### config.mk
export PLATFORM = sky130hd
export DESIGN_NAME = sprite_blitter
export DESIGN_NICKNAME = d
export VERILOG_FILES = /design/src/hdl/blit_pkg.sv /design/src/hdl/address_buffer.sv /design/src/hdl/pixel_fetch.sv /design/src/hdl/rect_walker.sv /design/src/hdl/sprite_blitter.sv
export SDC_FILE = /design/constraint.sdc
export NUM_CORES = 2
export LEC_CHECK = 0
export BUFFER_PORTS_ARGS = -buffer_cell sky130_fd_sc_hd__buf_2
export CORE_ASPECT_RATIO = 1.2
export CORE_MARGIN = 8
export CORE_UTILIZATION = 40
export CTS_CLUSTER_DIAMETER = 120
export DETAILED_ROUTE_END_ITERATION = 10
export HOLD_SLACK_MARGIN = 0.08
export MAX_ROUTING_LAYER = met4
export PLACE_DENSITY_LB_ADDON = 0.15
export SLEW_MARGIN = 20
export SYNTH_ARGS = -nofsm -noshare
export SYNTH_HDL_FRONTEND = slang
export SYNTH_HIERARCHICAL = 1
export SYNTH_SLANG_ARGS = --single-unit
### constraint.sdc
create_clock -name clk -period 8.18 [get_ports clk]
set_input_delay 0.818 -clock clk [delete_from_list [all_inputs] [get_ports clk]]
set_output_delay 0.818 -clock clk [all_outputs]
set_load 0.02 [all_outputs]
### src/hdl/blit_pkg.sv
`default_nettype none

package blit_pkg;

    typedef logic [15:0] coord_t;      // Screen or sheet position, sizes
    typedef logic [15:0] scale_t;
    typedef logic [31:0] addr_t;       // Byte address
    typedef logic [31:0] word_t;
    typedef logic [15:0] colour_t;
    typedef logic [4:0]  bit_offset_t; // Bit position inside a 32-bit word

    typedef enum logic [4:0] {
        DEPTH_1  = 5'd1,
        DEPTH_2  = 5'd2,
        DEPTH_4  = 5'd4,
        DEPTH_8  = 5'd8,
        DEPTH_16 = 5'd16
    } pixel_depth_t;

    localparam coord_t FB_WIDTH  = 16'd400;
    localparam coord_t FB_HEIGHT = 16'd240;

    typedef enum logic {
        W_IDLE,
        W_WALKING
    } walker_state_t;

    // Number of items held including stage one
    typedef enum logic [1:0] {
        B_EMPTY = 2'd0,
        B_ONE   = 2'd1,
        B_TWO   = 2'd2,
        B_SPILL = 2'd3
    } buffer_state_t;

    typedef enum logic [1:0] {
        F_IDLE,
        F_ADDRESS,
        F_DATA,
        F_WRITE
    } fetch_state_t;

endpackage

`default_nettype wire

### src/hdl/address_buffer.sv
`default_nettype none

module address_buffer (
    input  wire                        clk,
    input  wire                        rst,
    input  wire blit_pkg::addr_t       image_start,
    input  wire blit_pkg::coord_t      image_width,
    input  wire blit_pkg::pixel_depth_t depth,
    input  wire                        in_valid,
    output logic                       in_ready,
    input  wire blit_pkg::coord_t      sheet_x,
    input  wire blit_pkg::coord_t      sheet_y,
    input  wire blit_pkg::coord_t      screen_x,
    input  wire blit_pkg::coord_t      screen_y,
    output logic                       out_valid,
    input  wire                        out_ready,
    output blit_pkg::addr_t            byte_addr,
    output blit_pkg::bit_offset_t      bit_offset,
    output blit_pkg::coord_t           fb_x,
    output blit_pkg::coord_t           fb_y,
    output logic                       idle
);
    import blit_pkg::*;

    buffer_state_t state;

    logic        s1_valid;
    addr_t       s1_index;   // Linear pixel index in the sheet
    coord_t      s1_fb_x;
    coord_t      s1_fb_y;
    addr_t       bit_addr;
    addr_t       s2_addr;
    logic        spill_valid;
    addr_t       spill_addr;
    bit_offset_t spill_offset;
    coord_t      spill_fb_x;
    coord_t      spill_fb_y;
    logic        in_fire;
    logic        out_fire;
    logic        out_free;
    logic        s1_move;
    logic        s1_to_spill;

    // Output fills before the spill slot does
    assign out_valid   = !(state == B_EMPTY || (state == B_ONE && s1_valid));
    assign spill_valid = state == B_SPILL || (state == B_TWO && !s1_valid);
    assign in_ready    = !spill_valid;
    assign idle        = state == B_EMPTY;

    assign in_fire     = in_valid && in_ready;
    assign out_fire    = out_valid && out_ready;
    assign out_free    = !out_valid || out_ready;
    assign s1_move     = s1_valid && (out_free || !spill_valid);
    assign s1_to_spill = s1_valid && ((out_free && spill_valid) || (!out_free && !spill_valid));

    assign bit_addr = s1_index * addr_t'(depth);
    assign s2_addr  = image_start + (bit_addr >> 3);

    always_ff @(posedge clk) begin
        if (rst) begin
            state    <= B_EMPTY;
            s1_valid <= 1'b0;
        end else begin
            s1_valid <= in_fire || (s1_valid && !s1_move);
            if (in_fire && !out_fire) begin
                state <= buffer_state_t'(state + 2'd1);
            end else if (out_fire && !in_fire) begin
                state <= buffer_state_t'(state - 2'd1);
            end
        end
    end

    always_ff @(posedge clk) begin
        if (in_fire) begin
            s1_index <= addr_t'(sheet_x) + addr_t'(sheet_y) * addr_t'(image_width);
            s1_fb_x  <= screen_x;
            s1_fb_y  <= screen_y;
        end

        if (out_free && spill_valid) begin
            byte_addr  <= spill_addr;
            bit_offset <= spill_offset;
            fb_x       <= spill_fb_x;
            fb_y       <= spill_fb_y;
        end else if (out_free && s1_valid) begin
            byte_addr  <= s2_addr;
            bit_offset <= bit_addr[4:0];
            fb_x       <= s1_fb_x;
            fb_y       <= s1_fb_y;
        end

        if (s1_to_spill) begin
            spill_addr   <= s2_addr;
            spill_offset <= bit_addr[4:0];
            spill_fb_x   <= s1_fb_x;
            spill_fb_y   <= s1_fb_y;
        end
    end

    assert property (@(posedge clk) disable iff (rst)
        out_valid && !out_ready |=> out_valid && $stable({byte_addr, bit_offset, fb_x, fb_y}));

endmodule

`default_nettype wire

### src/hdl/pixel_fetch.sv
`default_nettype none

module pixel_fetch (
    input  wire                        clk,
    input  wire                        rst,
    input  wire                        draw_start,
    input  wire blit_pkg::pixel_depth_t depth,
    input  wire                        in_valid,
    output logic                       in_ready,
    input  wire blit_pkg::addr_t       byte_addr,
    input  wire blit_pkg::bit_offset_t bit_offset,
    input  wire blit_pkg::coord_t      fb_x_in,
    input  wire blit_pkg::coord_t      fb_y_in,
    output logic                       arvalid,
    input  wire                        arready,
    output blit_pkg::addr_t            araddr,
    input  wire                        rvalid,
    output logic                       rready,
    input  wire blit_pkg::word_t       rdata,
    output blit_pkg::coord_t           fb_x,
    output blit_pkg::coord_t           fb_y,
    output blit_pkg::colour_t          fb_colour,
    output logic                       fb_write,
    output logic                       idle
);
    import blit_pkg::*;

    fetch_state_t state;

    logic [29:0] cache_word;   // Word address of the cached data
    logic        cache_valid;
    word_t       cache_data;
    bit_offset_t offset_q;
    logic        in_fire;
    logic        r_fire;
    logic        hit;

    // First pixel sits in the low bits of a word
    function automatic colour_t extract(word_t w, bit_offset_t off, pixel_depth_t d);
        word_t mask;
        mask = (word_t'(1) << d) - word_t'(1);
        return colour_t'((w >> off) & mask);
    endfunction

    assign in_ready = state == F_IDLE;
    assign idle     = state == F_IDLE;
    assign arvalid  = state == F_ADDRESS;
    assign rready   = state == F_DATA;
    assign fb_write = state == F_WRITE;

    assign in_fire = in_valid && in_ready;
    assign r_fire  = rvalid && rready;
    assign hit     = cache_valid && cache_word == byte_addr[31:2];

    always_ff @(posedge clk) begin
        if (rst) begin
            state       <= F_IDLE;
            cache_valid <= 1'b0;
        end else begin
            case (state)
                F_IDLE: begin
                    if (in_fire) begin
                        state <= hit ? F_WRITE : F_ADDRESS;
                    end
                end
                F_ADDRESS: begin
                    if (arready) begin
                        state <= F_DATA;
                    end
                end
                F_DATA: begin
                    if (rvalid) begin
                        state       <= F_WRITE;
                        cache_valid <= 1'b1;
                    end
                end
                F_WRITE: state <= F_IDLE;
                default: state <= F_IDLE;
            endcase
            if (draw_start) begin
                cache_valid <= 1'b0; // Sheet may have changed
            end
        end
    end

    always_ff @(posedge clk) begin
        if (in_fire) begin
            fb_x      <= fb_x_in;
            fb_y      <= fb_y_in;
            offset_q  <= bit_offset;
            araddr    <= {byte_addr[31:2], 2'b00};
            fb_colour <= extract(cache_data, bit_offset, depth); // Kept only on a hit
        end
        if (r_fire) begin
            cache_data <= rdata;
            cache_word <= araddr[31:2];
            fb_colour  <= extract(rdata, offset_q, depth);
        end
    end

    // AR request held stable until accepted
    assert property (@(posedge clk) disable iff (rst)
        arvalid && !arready |=> arvalid && $stable(araddr));

endmodule

`default_nettype wire

### src/hdl/rect_walker.sv
`default_nettype none

module rect_walker (
    input  wire                  clk,
    input  wire                  rst,
    input  wire                  draw,
    input  wire blit_pkg::coord_t image_x,
    input  wire blit_pkg::coord_t image_y,
    input  wire blit_pkg::coord_t screen_x0,
    input  wire blit_pkg::coord_t screen_y0,
    input  wire blit_pkg::coord_t width,
    input  wire blit_pkg::coord_t height,
    input  wire blit_pkg::scale_t scale_x,
    input  wire blit_pkg::scale_t scale_y,
    input  wire                  mirror_x,
    input  wire                  mirror_y,
    output logic                 idle,
    output blit_pkg::coord_t     sheet_x,
    output blit_pkg::coord_t     sheet_y,
    output blit_pkg::coord_t     screen_x,
    output blit_pkg::coord_t     screen_y,
    output logic                 valid,
    input  wire                  ready
);
    import blit_pkg::*;

    walker_state_t state;

    coord_t x0;
    coord_t y0;
    coord_t sheet_x0;
    coord_t last_x;      // Last local position of the scaled box
    coord_t last_y;
    scale_t last_sub_x;
    scale_t last_sub_y;
    logic   flip_x;
    logic   flip_y;
    coord_t x;
    coord_t y;
    scale_t sub_x;
    scale_t sub_y;
    logic   in_frame;
    logic   step;
    logic   empty_cmd;

    assign empty_cmd = scale_x == '0 || scale_y == '0 || width == '0 || height == '0;

    assign screen_x = flip_x ? x0 + last_x - x : x0 + x;
    assign screen_y = flip_y ? y0 + last_y - y : y0 + y;
    assign in_frame = screen_x < FB_WIDTH && screen_y < FB_HEIGHT;

    assign idle  = state == W_IDLE;
    assign valid = state == W_WALKING && in_frame;
    // Clipped positions advance without a transfer
    assign step  = state == W_WALKING && (ready || !in_frame);

    always_ff @(posedge clk) begin
        if (rst) begin
            state <= W_IDLE;
        end else begin
            case (state)
                W_IDLE: begin
                    if (draw && !empty_cmd) begin
                        state <= W_WALKING;
                    end
                end
                W_WALKING: begin
                    if (step && x == last_x && y == last_y) begin
                        state <= W_IDLE;
                    end
                end
                default: state <= W_IDLE;
            endcase
        end
    end

    always_ff @(posedge clk) begin
        if (idle && draw) begin
            x0         <= screen_x0;
            y0         <= screen_y0;
            sheet_x0   <= image_x;
            last_x     <= width * scale_x - 16'd1;
            last_y     <= height * scale_y - 16'd1;
            last_sub_x <= scale_x - 16'd1;
            last_sub_y <= scale_y - 16'd1;
            flip_x     <= mirror_x;
            flip_y     <= mirror_y;
            x          <= '0;
            y          <= '0;
            sub_x      <= '0;
            sub_y      <= '0;
            sheet_x    <= image_x;
            sheet_y    <= image_y;
        end else if (step) begin
            if (x == last_x) begin
                // End of a screen row
                x       <= '0;
                sub_x   <= '0;
                sheet_x <= sheet_x0;
                y       <= y + 16'd1;
                if (sub_y == last_sub_y) begin
                    sub_y   <= '0;
                    sheet_y <= sheet_y + 16'd1;
                end else begin
                    sub_y <= sub_y + 16'd1;
                end
            end else begin
                x <= x + 16'd1;
                if (sub_x == last_sub_x) begin
                    sub_x   <= '0;
                    sheet_x <= sheet_x + 16'd1; // Next sheet column
                end else begin
                    sub_x <= sub_x + 16'd1;
                end
            end
        end
    end

    // A stalled coordinate holds until taken
    assert property (@(posedge clk) disable iff (rst)
        valid && !ready |=> valid && $stable({sheet_x, sheet_y, screen_x, screen_y}));

endmodule

`default_nettype wire

### src/hdl/sprite_blitter.sv
`default_nettype none

module sprite_blitter (
    input  wire                        clk,
    input  wire                        rst,
    input  wire blit_pkg::addr_t       image_start,
    input  wire blit_pkg::coord_t      image_x,
    input  wire blit_pkg::coord_t      image_y,
    input  wire blit_pkg::coord_t      image_width,
    input  wire blit_pkg::pixel_depth_t depth,
    input  wire blit_pkg::coord_t      width,
    input  wire blit_pkg::coord_t      height,
    input  wire blit_pkg::scale_t      scale_x,
    input  wire blit_pkg::scale_t      scale_y,
    input  wire                        mirror_x,
    input  wire                        mirror_y,
    input  wire blit_pkg::coord_t      screen_x,
    input  wire blit_pkg::coord_t      screen_y,
    input  wire                        draw,
    output logic                       busy,
    output blit_pkg::addr_t            m_axil_araddr,
    output logic                       m_axil_arvalid,
    input  wire                        m_axil_arready,
    input  wire blit_pkg::word_t       m_axil_rdata,
    input  wire                        m_axil_rvalid,
    output logic                       m_axil_rready,
    output blit_pkg::coord_t           fb_x,
    output blit_pkg::coord_t           fb_y,
    output blit_pkg::colour_t          fb_colour,
    output logic                       fb_write
);
    import blit_pkg::*;

    logic        draw_start;
    logic        walker_idle;
    logic        buffer_idle;
    logic        fetch_idle;
    coord_t      w_sheet_x;
    coord_t      w_sheet_y;
    coord_t      w_screen_x;
    coord_t      w_screen_y;
    logic        w_valid;
    logic        w_ready;
    addr_t       b_byte_addr;
    bit_offset_t b_bit_offset;
    coord_t      b_fb_x;
    coord_t      b_fb_y;
    logic        b_valid;
    logic        b_ready;

    assign busy       = !(walker_idle && buffer_idle && fetch_idle);
    assign draw_start = draw && !busy; // Draw while busy is dropped

    rect_walker walker (
        .clk       (clk),
        .rst       (rst),
        .draw      (draw_start),
        .image_x   (image_x),
        .image_y   (image_y),
        .screen_x0 (screen_x),
        .screen_y0 (screen_y),
        .width     (width),
        .height    (height),
        .scale_x   (scale_x),
        .scale_y   (scale_y),
        .mirror_x  (mirror_x),
        .mirror_y  (mirror_y),
        .idle      (walker_idle),
        .sheet_x   (w_sheet_x),
        .sheet_y   (w_sheet_y),
        .screen_x  (w_screen_x),
        .screen_y  (w_screen_y),
        .valid     (w_valid),
        .ready     (w_ready)
    );

    address_buffer buffer (
        .clk         (clk),
        .rst         (rst),
        .image_start (image_start),
        .image_width (image_width),
        .depth       (depth),
        .in_valid    (w_valid),
        .in_ready    (w_ready),
        .sheet_x     (w_sheet_x),
        .sheet_y     (w_sheet_y),
        .screen_x    (w_screen_x),
        .screen_y    (w_screen_y),
        .out_valid   (b_valid),
        .out_ready   (b_ready),
        .byte_addr   (b_byte_addr),
        .bit_offset  (b_bit_offset),
        .fb_x        (b_fb_x),
        .fb_y        (b_fb_y),
        .idle        (buffer_idle)
    );

    pixel_fetch fetch (
        .clk        (clk),
        .rst        (rst),
        .draw_start (draw_start),
        .depth      (depth),
        .in_valid   (b_valid),
        .in_ready   (b_ready),
        .byte_addr  (b_byte_addr),
        .bit_offset (b_bit_offset),
        .fb_x_in    (b_fb_x),
        .fb_y_in    (b_fb_y),
        .arvalid    (m_axil_arvalid),
        .arready    (m_axil_arready),
        .araddr     (m_axil_araddr),
        .rvalid     (m_axil_rvalid),
        .rready     (m_axil_rready),
        .rdata      (m_axil_rdata),
        .fb_x       (fb_x),
        .fb_y       (fb_y),
        .fb_colour  (fb_colour),
        .fb_write   (fb_write),
        .idle       (fetch_idle)
    );

endmodule

`default_nettype wire

==> qor.yml <==
vias_per_cell: 5.236
htree_levels: 3
grt_setup_unrepaired: "false"
postLayoutCoreUtil: 0.4418
num_vias: 38940
clk_pin_slew_ns: 0.06
status: "complete, no violations"
cts_tree: "done"
fin_crit_sh: 0.8529
initial_core_util: 0.4012
final_nets: 6674
endpoint_kind: "flop"
hold_ws_ns: 0.3366
routed_wl_um: 151100
grt_max_degree: 131
grt_pass1_wl_um: 235100
min_period_ns: 6.977
cts.sinks: 560
wl_per_cell_um: 20.31
track_usage: 0.2066
cts_root_buf: "clkbuf_16"
syn-instance-count: 5370
ctsResizeCount: 0
crit_fanout: 20
register_area_mm2: 0.01611
tightest_slew_ns: 1.072
dp_hpwl_um: 119000
cpMostUsedCell: "fa_1"
die-area_mm2: 0.1475
skew_ns: 0.03055
ant_nets: 0
critical-path-max-stage-delay_ns: 0.99
cp_slowest_cell: "edfxtp_1"
endpoint: "buffer/s1_index[30]"
max_cap_violations: 0
max_freq_mhz: 143.3
multi_input_comb_area_mm2: 0.03391
drc_errors: 0
coreArea_mm2: 0.1350
fp.dieH_um: 419.1
finalSetupViolCount: 0
grt_overflow: 0
holdBufCountCts: 0
drt_first_pass_iters: 5
rrSetupSlack_ns: 1.20
report.final.slew_viol_count: 0
synth.cell_area_mm2: 0.05417
r2r-end: "buffer/s1_index[30]"
portBuffers: 301
cts_setup_buffers: 0
min_path_type: "input pin to flop"
arrival_ns: 7.36
fin_setup_tns_ns: 0
avgSynthCellArea_um2: 10.09
clockBufferDepth: 3
required_ns: 8.56
syn2layout_area_growth_pct: 10.10
hold_violations: 0
yosysWarnings: 6
crit_type: "flop to flop"
drive_above_1_share: 0.1177
grt_pass1_vias: 40550
ios: 304
crit-reg2reg-launch: "walker/sheet_y[10]"
cts_made_buffers: 69
slew_headroom: 0.2855
clkLatencyLatePin_ns: 0.65
worstSetupStartpoint: "walker/sheet_y[10]"
finalWeightedCongestion: 0.9416
r2r_cells: 20
antenna_found_initial: 10
detail_route.iter0.violations: 2168
path_cells: "nand2_1, fa_1, inv_1, fa_1, inv_1, fa_1, inv_1, fa_1, inv_1, fa_1, inv_1, fa_1, ha_1, and4_1, and3_1, o211ai_1, a21boi_1, a41oi_1, o21ai_0, o311ai_1"
nFillCells: 13040
cp-start-kind: "flop"
die_w_um: 351.9
num_rows: 148
[per-layer routing]
layer | vias to the layer above | routed length (um) | track usage | share of wire
li1 | 18380 | - | - | -
met1 | 19340 | 63510 | 0.2508 | 0.42
met2 | 953 | 75400 | 0.3536 | 0.50
met3 | 261 | 7204 | 0.03137 | 0.048
met4 | 0 | 4940 | 0.06707 | 0.033
met5 | - | 0 | - | 0
[worst max-delay path, delay by kind of cell (launching register included)]
family          cells  cell delay [ns]
fa+ha+maj           7             3.44
compound gates      5             1.38
flops               1             0.99
simple gates        3             0.63
buf+inv             5             0.29
[worst min-delay path by stage]
stage | startpoint | endpoint | slack [ns] | cells past startpoint
CTS | screen_x[0] | walker/x0[0] | 0.27 | 1
detailed placement | buffer/fb_x[1] | fetch/fb_x[1] | 0.40 | 0
finish | screen_y[7] | walker/y0[7] | 0.34 | 1
global route | screen_y[7] | walker/y0[7] | 0.29 | 1
floorplan | buffer/fb_x[0] | fetch/fb_x[0] | 0.40 | 0
global placement | buffer/fb_x[8] | fetch/fb_x[8] | 0.40 | 0
[layout make-up]
cell class	count	area share
Antenna cell	5	0.0002098
Clock buffer	82	0.03030
Clock inverter	43	0.008078
Inverter	861	0.05428
Multi-Input combinational cell	3742	0.5685
Sequential cell	560	0.2701
Tap cell	1800	0.03777
Timing Repair Buffer	343	0.03076
[cells in the final DEF (no fill, tap or decap), types with 128 or more instances in the layout]
cell type,n
a21oi_1,167
and2_1,299
buf_2,301
edfxtp_1,489
fa_1,512
ha_1,364
inv_1,854
nand2_1,627
nor2_1,200
xnor2_1,247
xor2_1,128
[metrics by stage]
| stage | setup slack [ns] | area (um2) | instances |
|---|---|---|---|
| finish | 1.203 | 59630 | 7436 |
| global route | 0.7751 | 59630 | 7435 |
| CTS | 1.222 | 59620 | 7431 |
| detailed placement | 0.7285 | 57330 | 7306 |
| global placement | 0.8210 | 57330 | 7306 |
| floorplan | 1.349 | 54170 | 5371 |
[flip-flops by register name, summed over array words and instances, names as in the netlist, 30 cells and up]
| register | flops |
|---|---|
| buffer/spill_addr | 30 |
| fetch/araddr | 30 |
| buffer/s1_index | 32 |
| fetch/cache_data | 32 |
| buffer/byte_addr | 30 |
| fetch/cache_word | 30 |
Power is left out: the tool's default activity adds up to more than one toggle a clock period on the data nets, which glitch-free logic cannot reach.
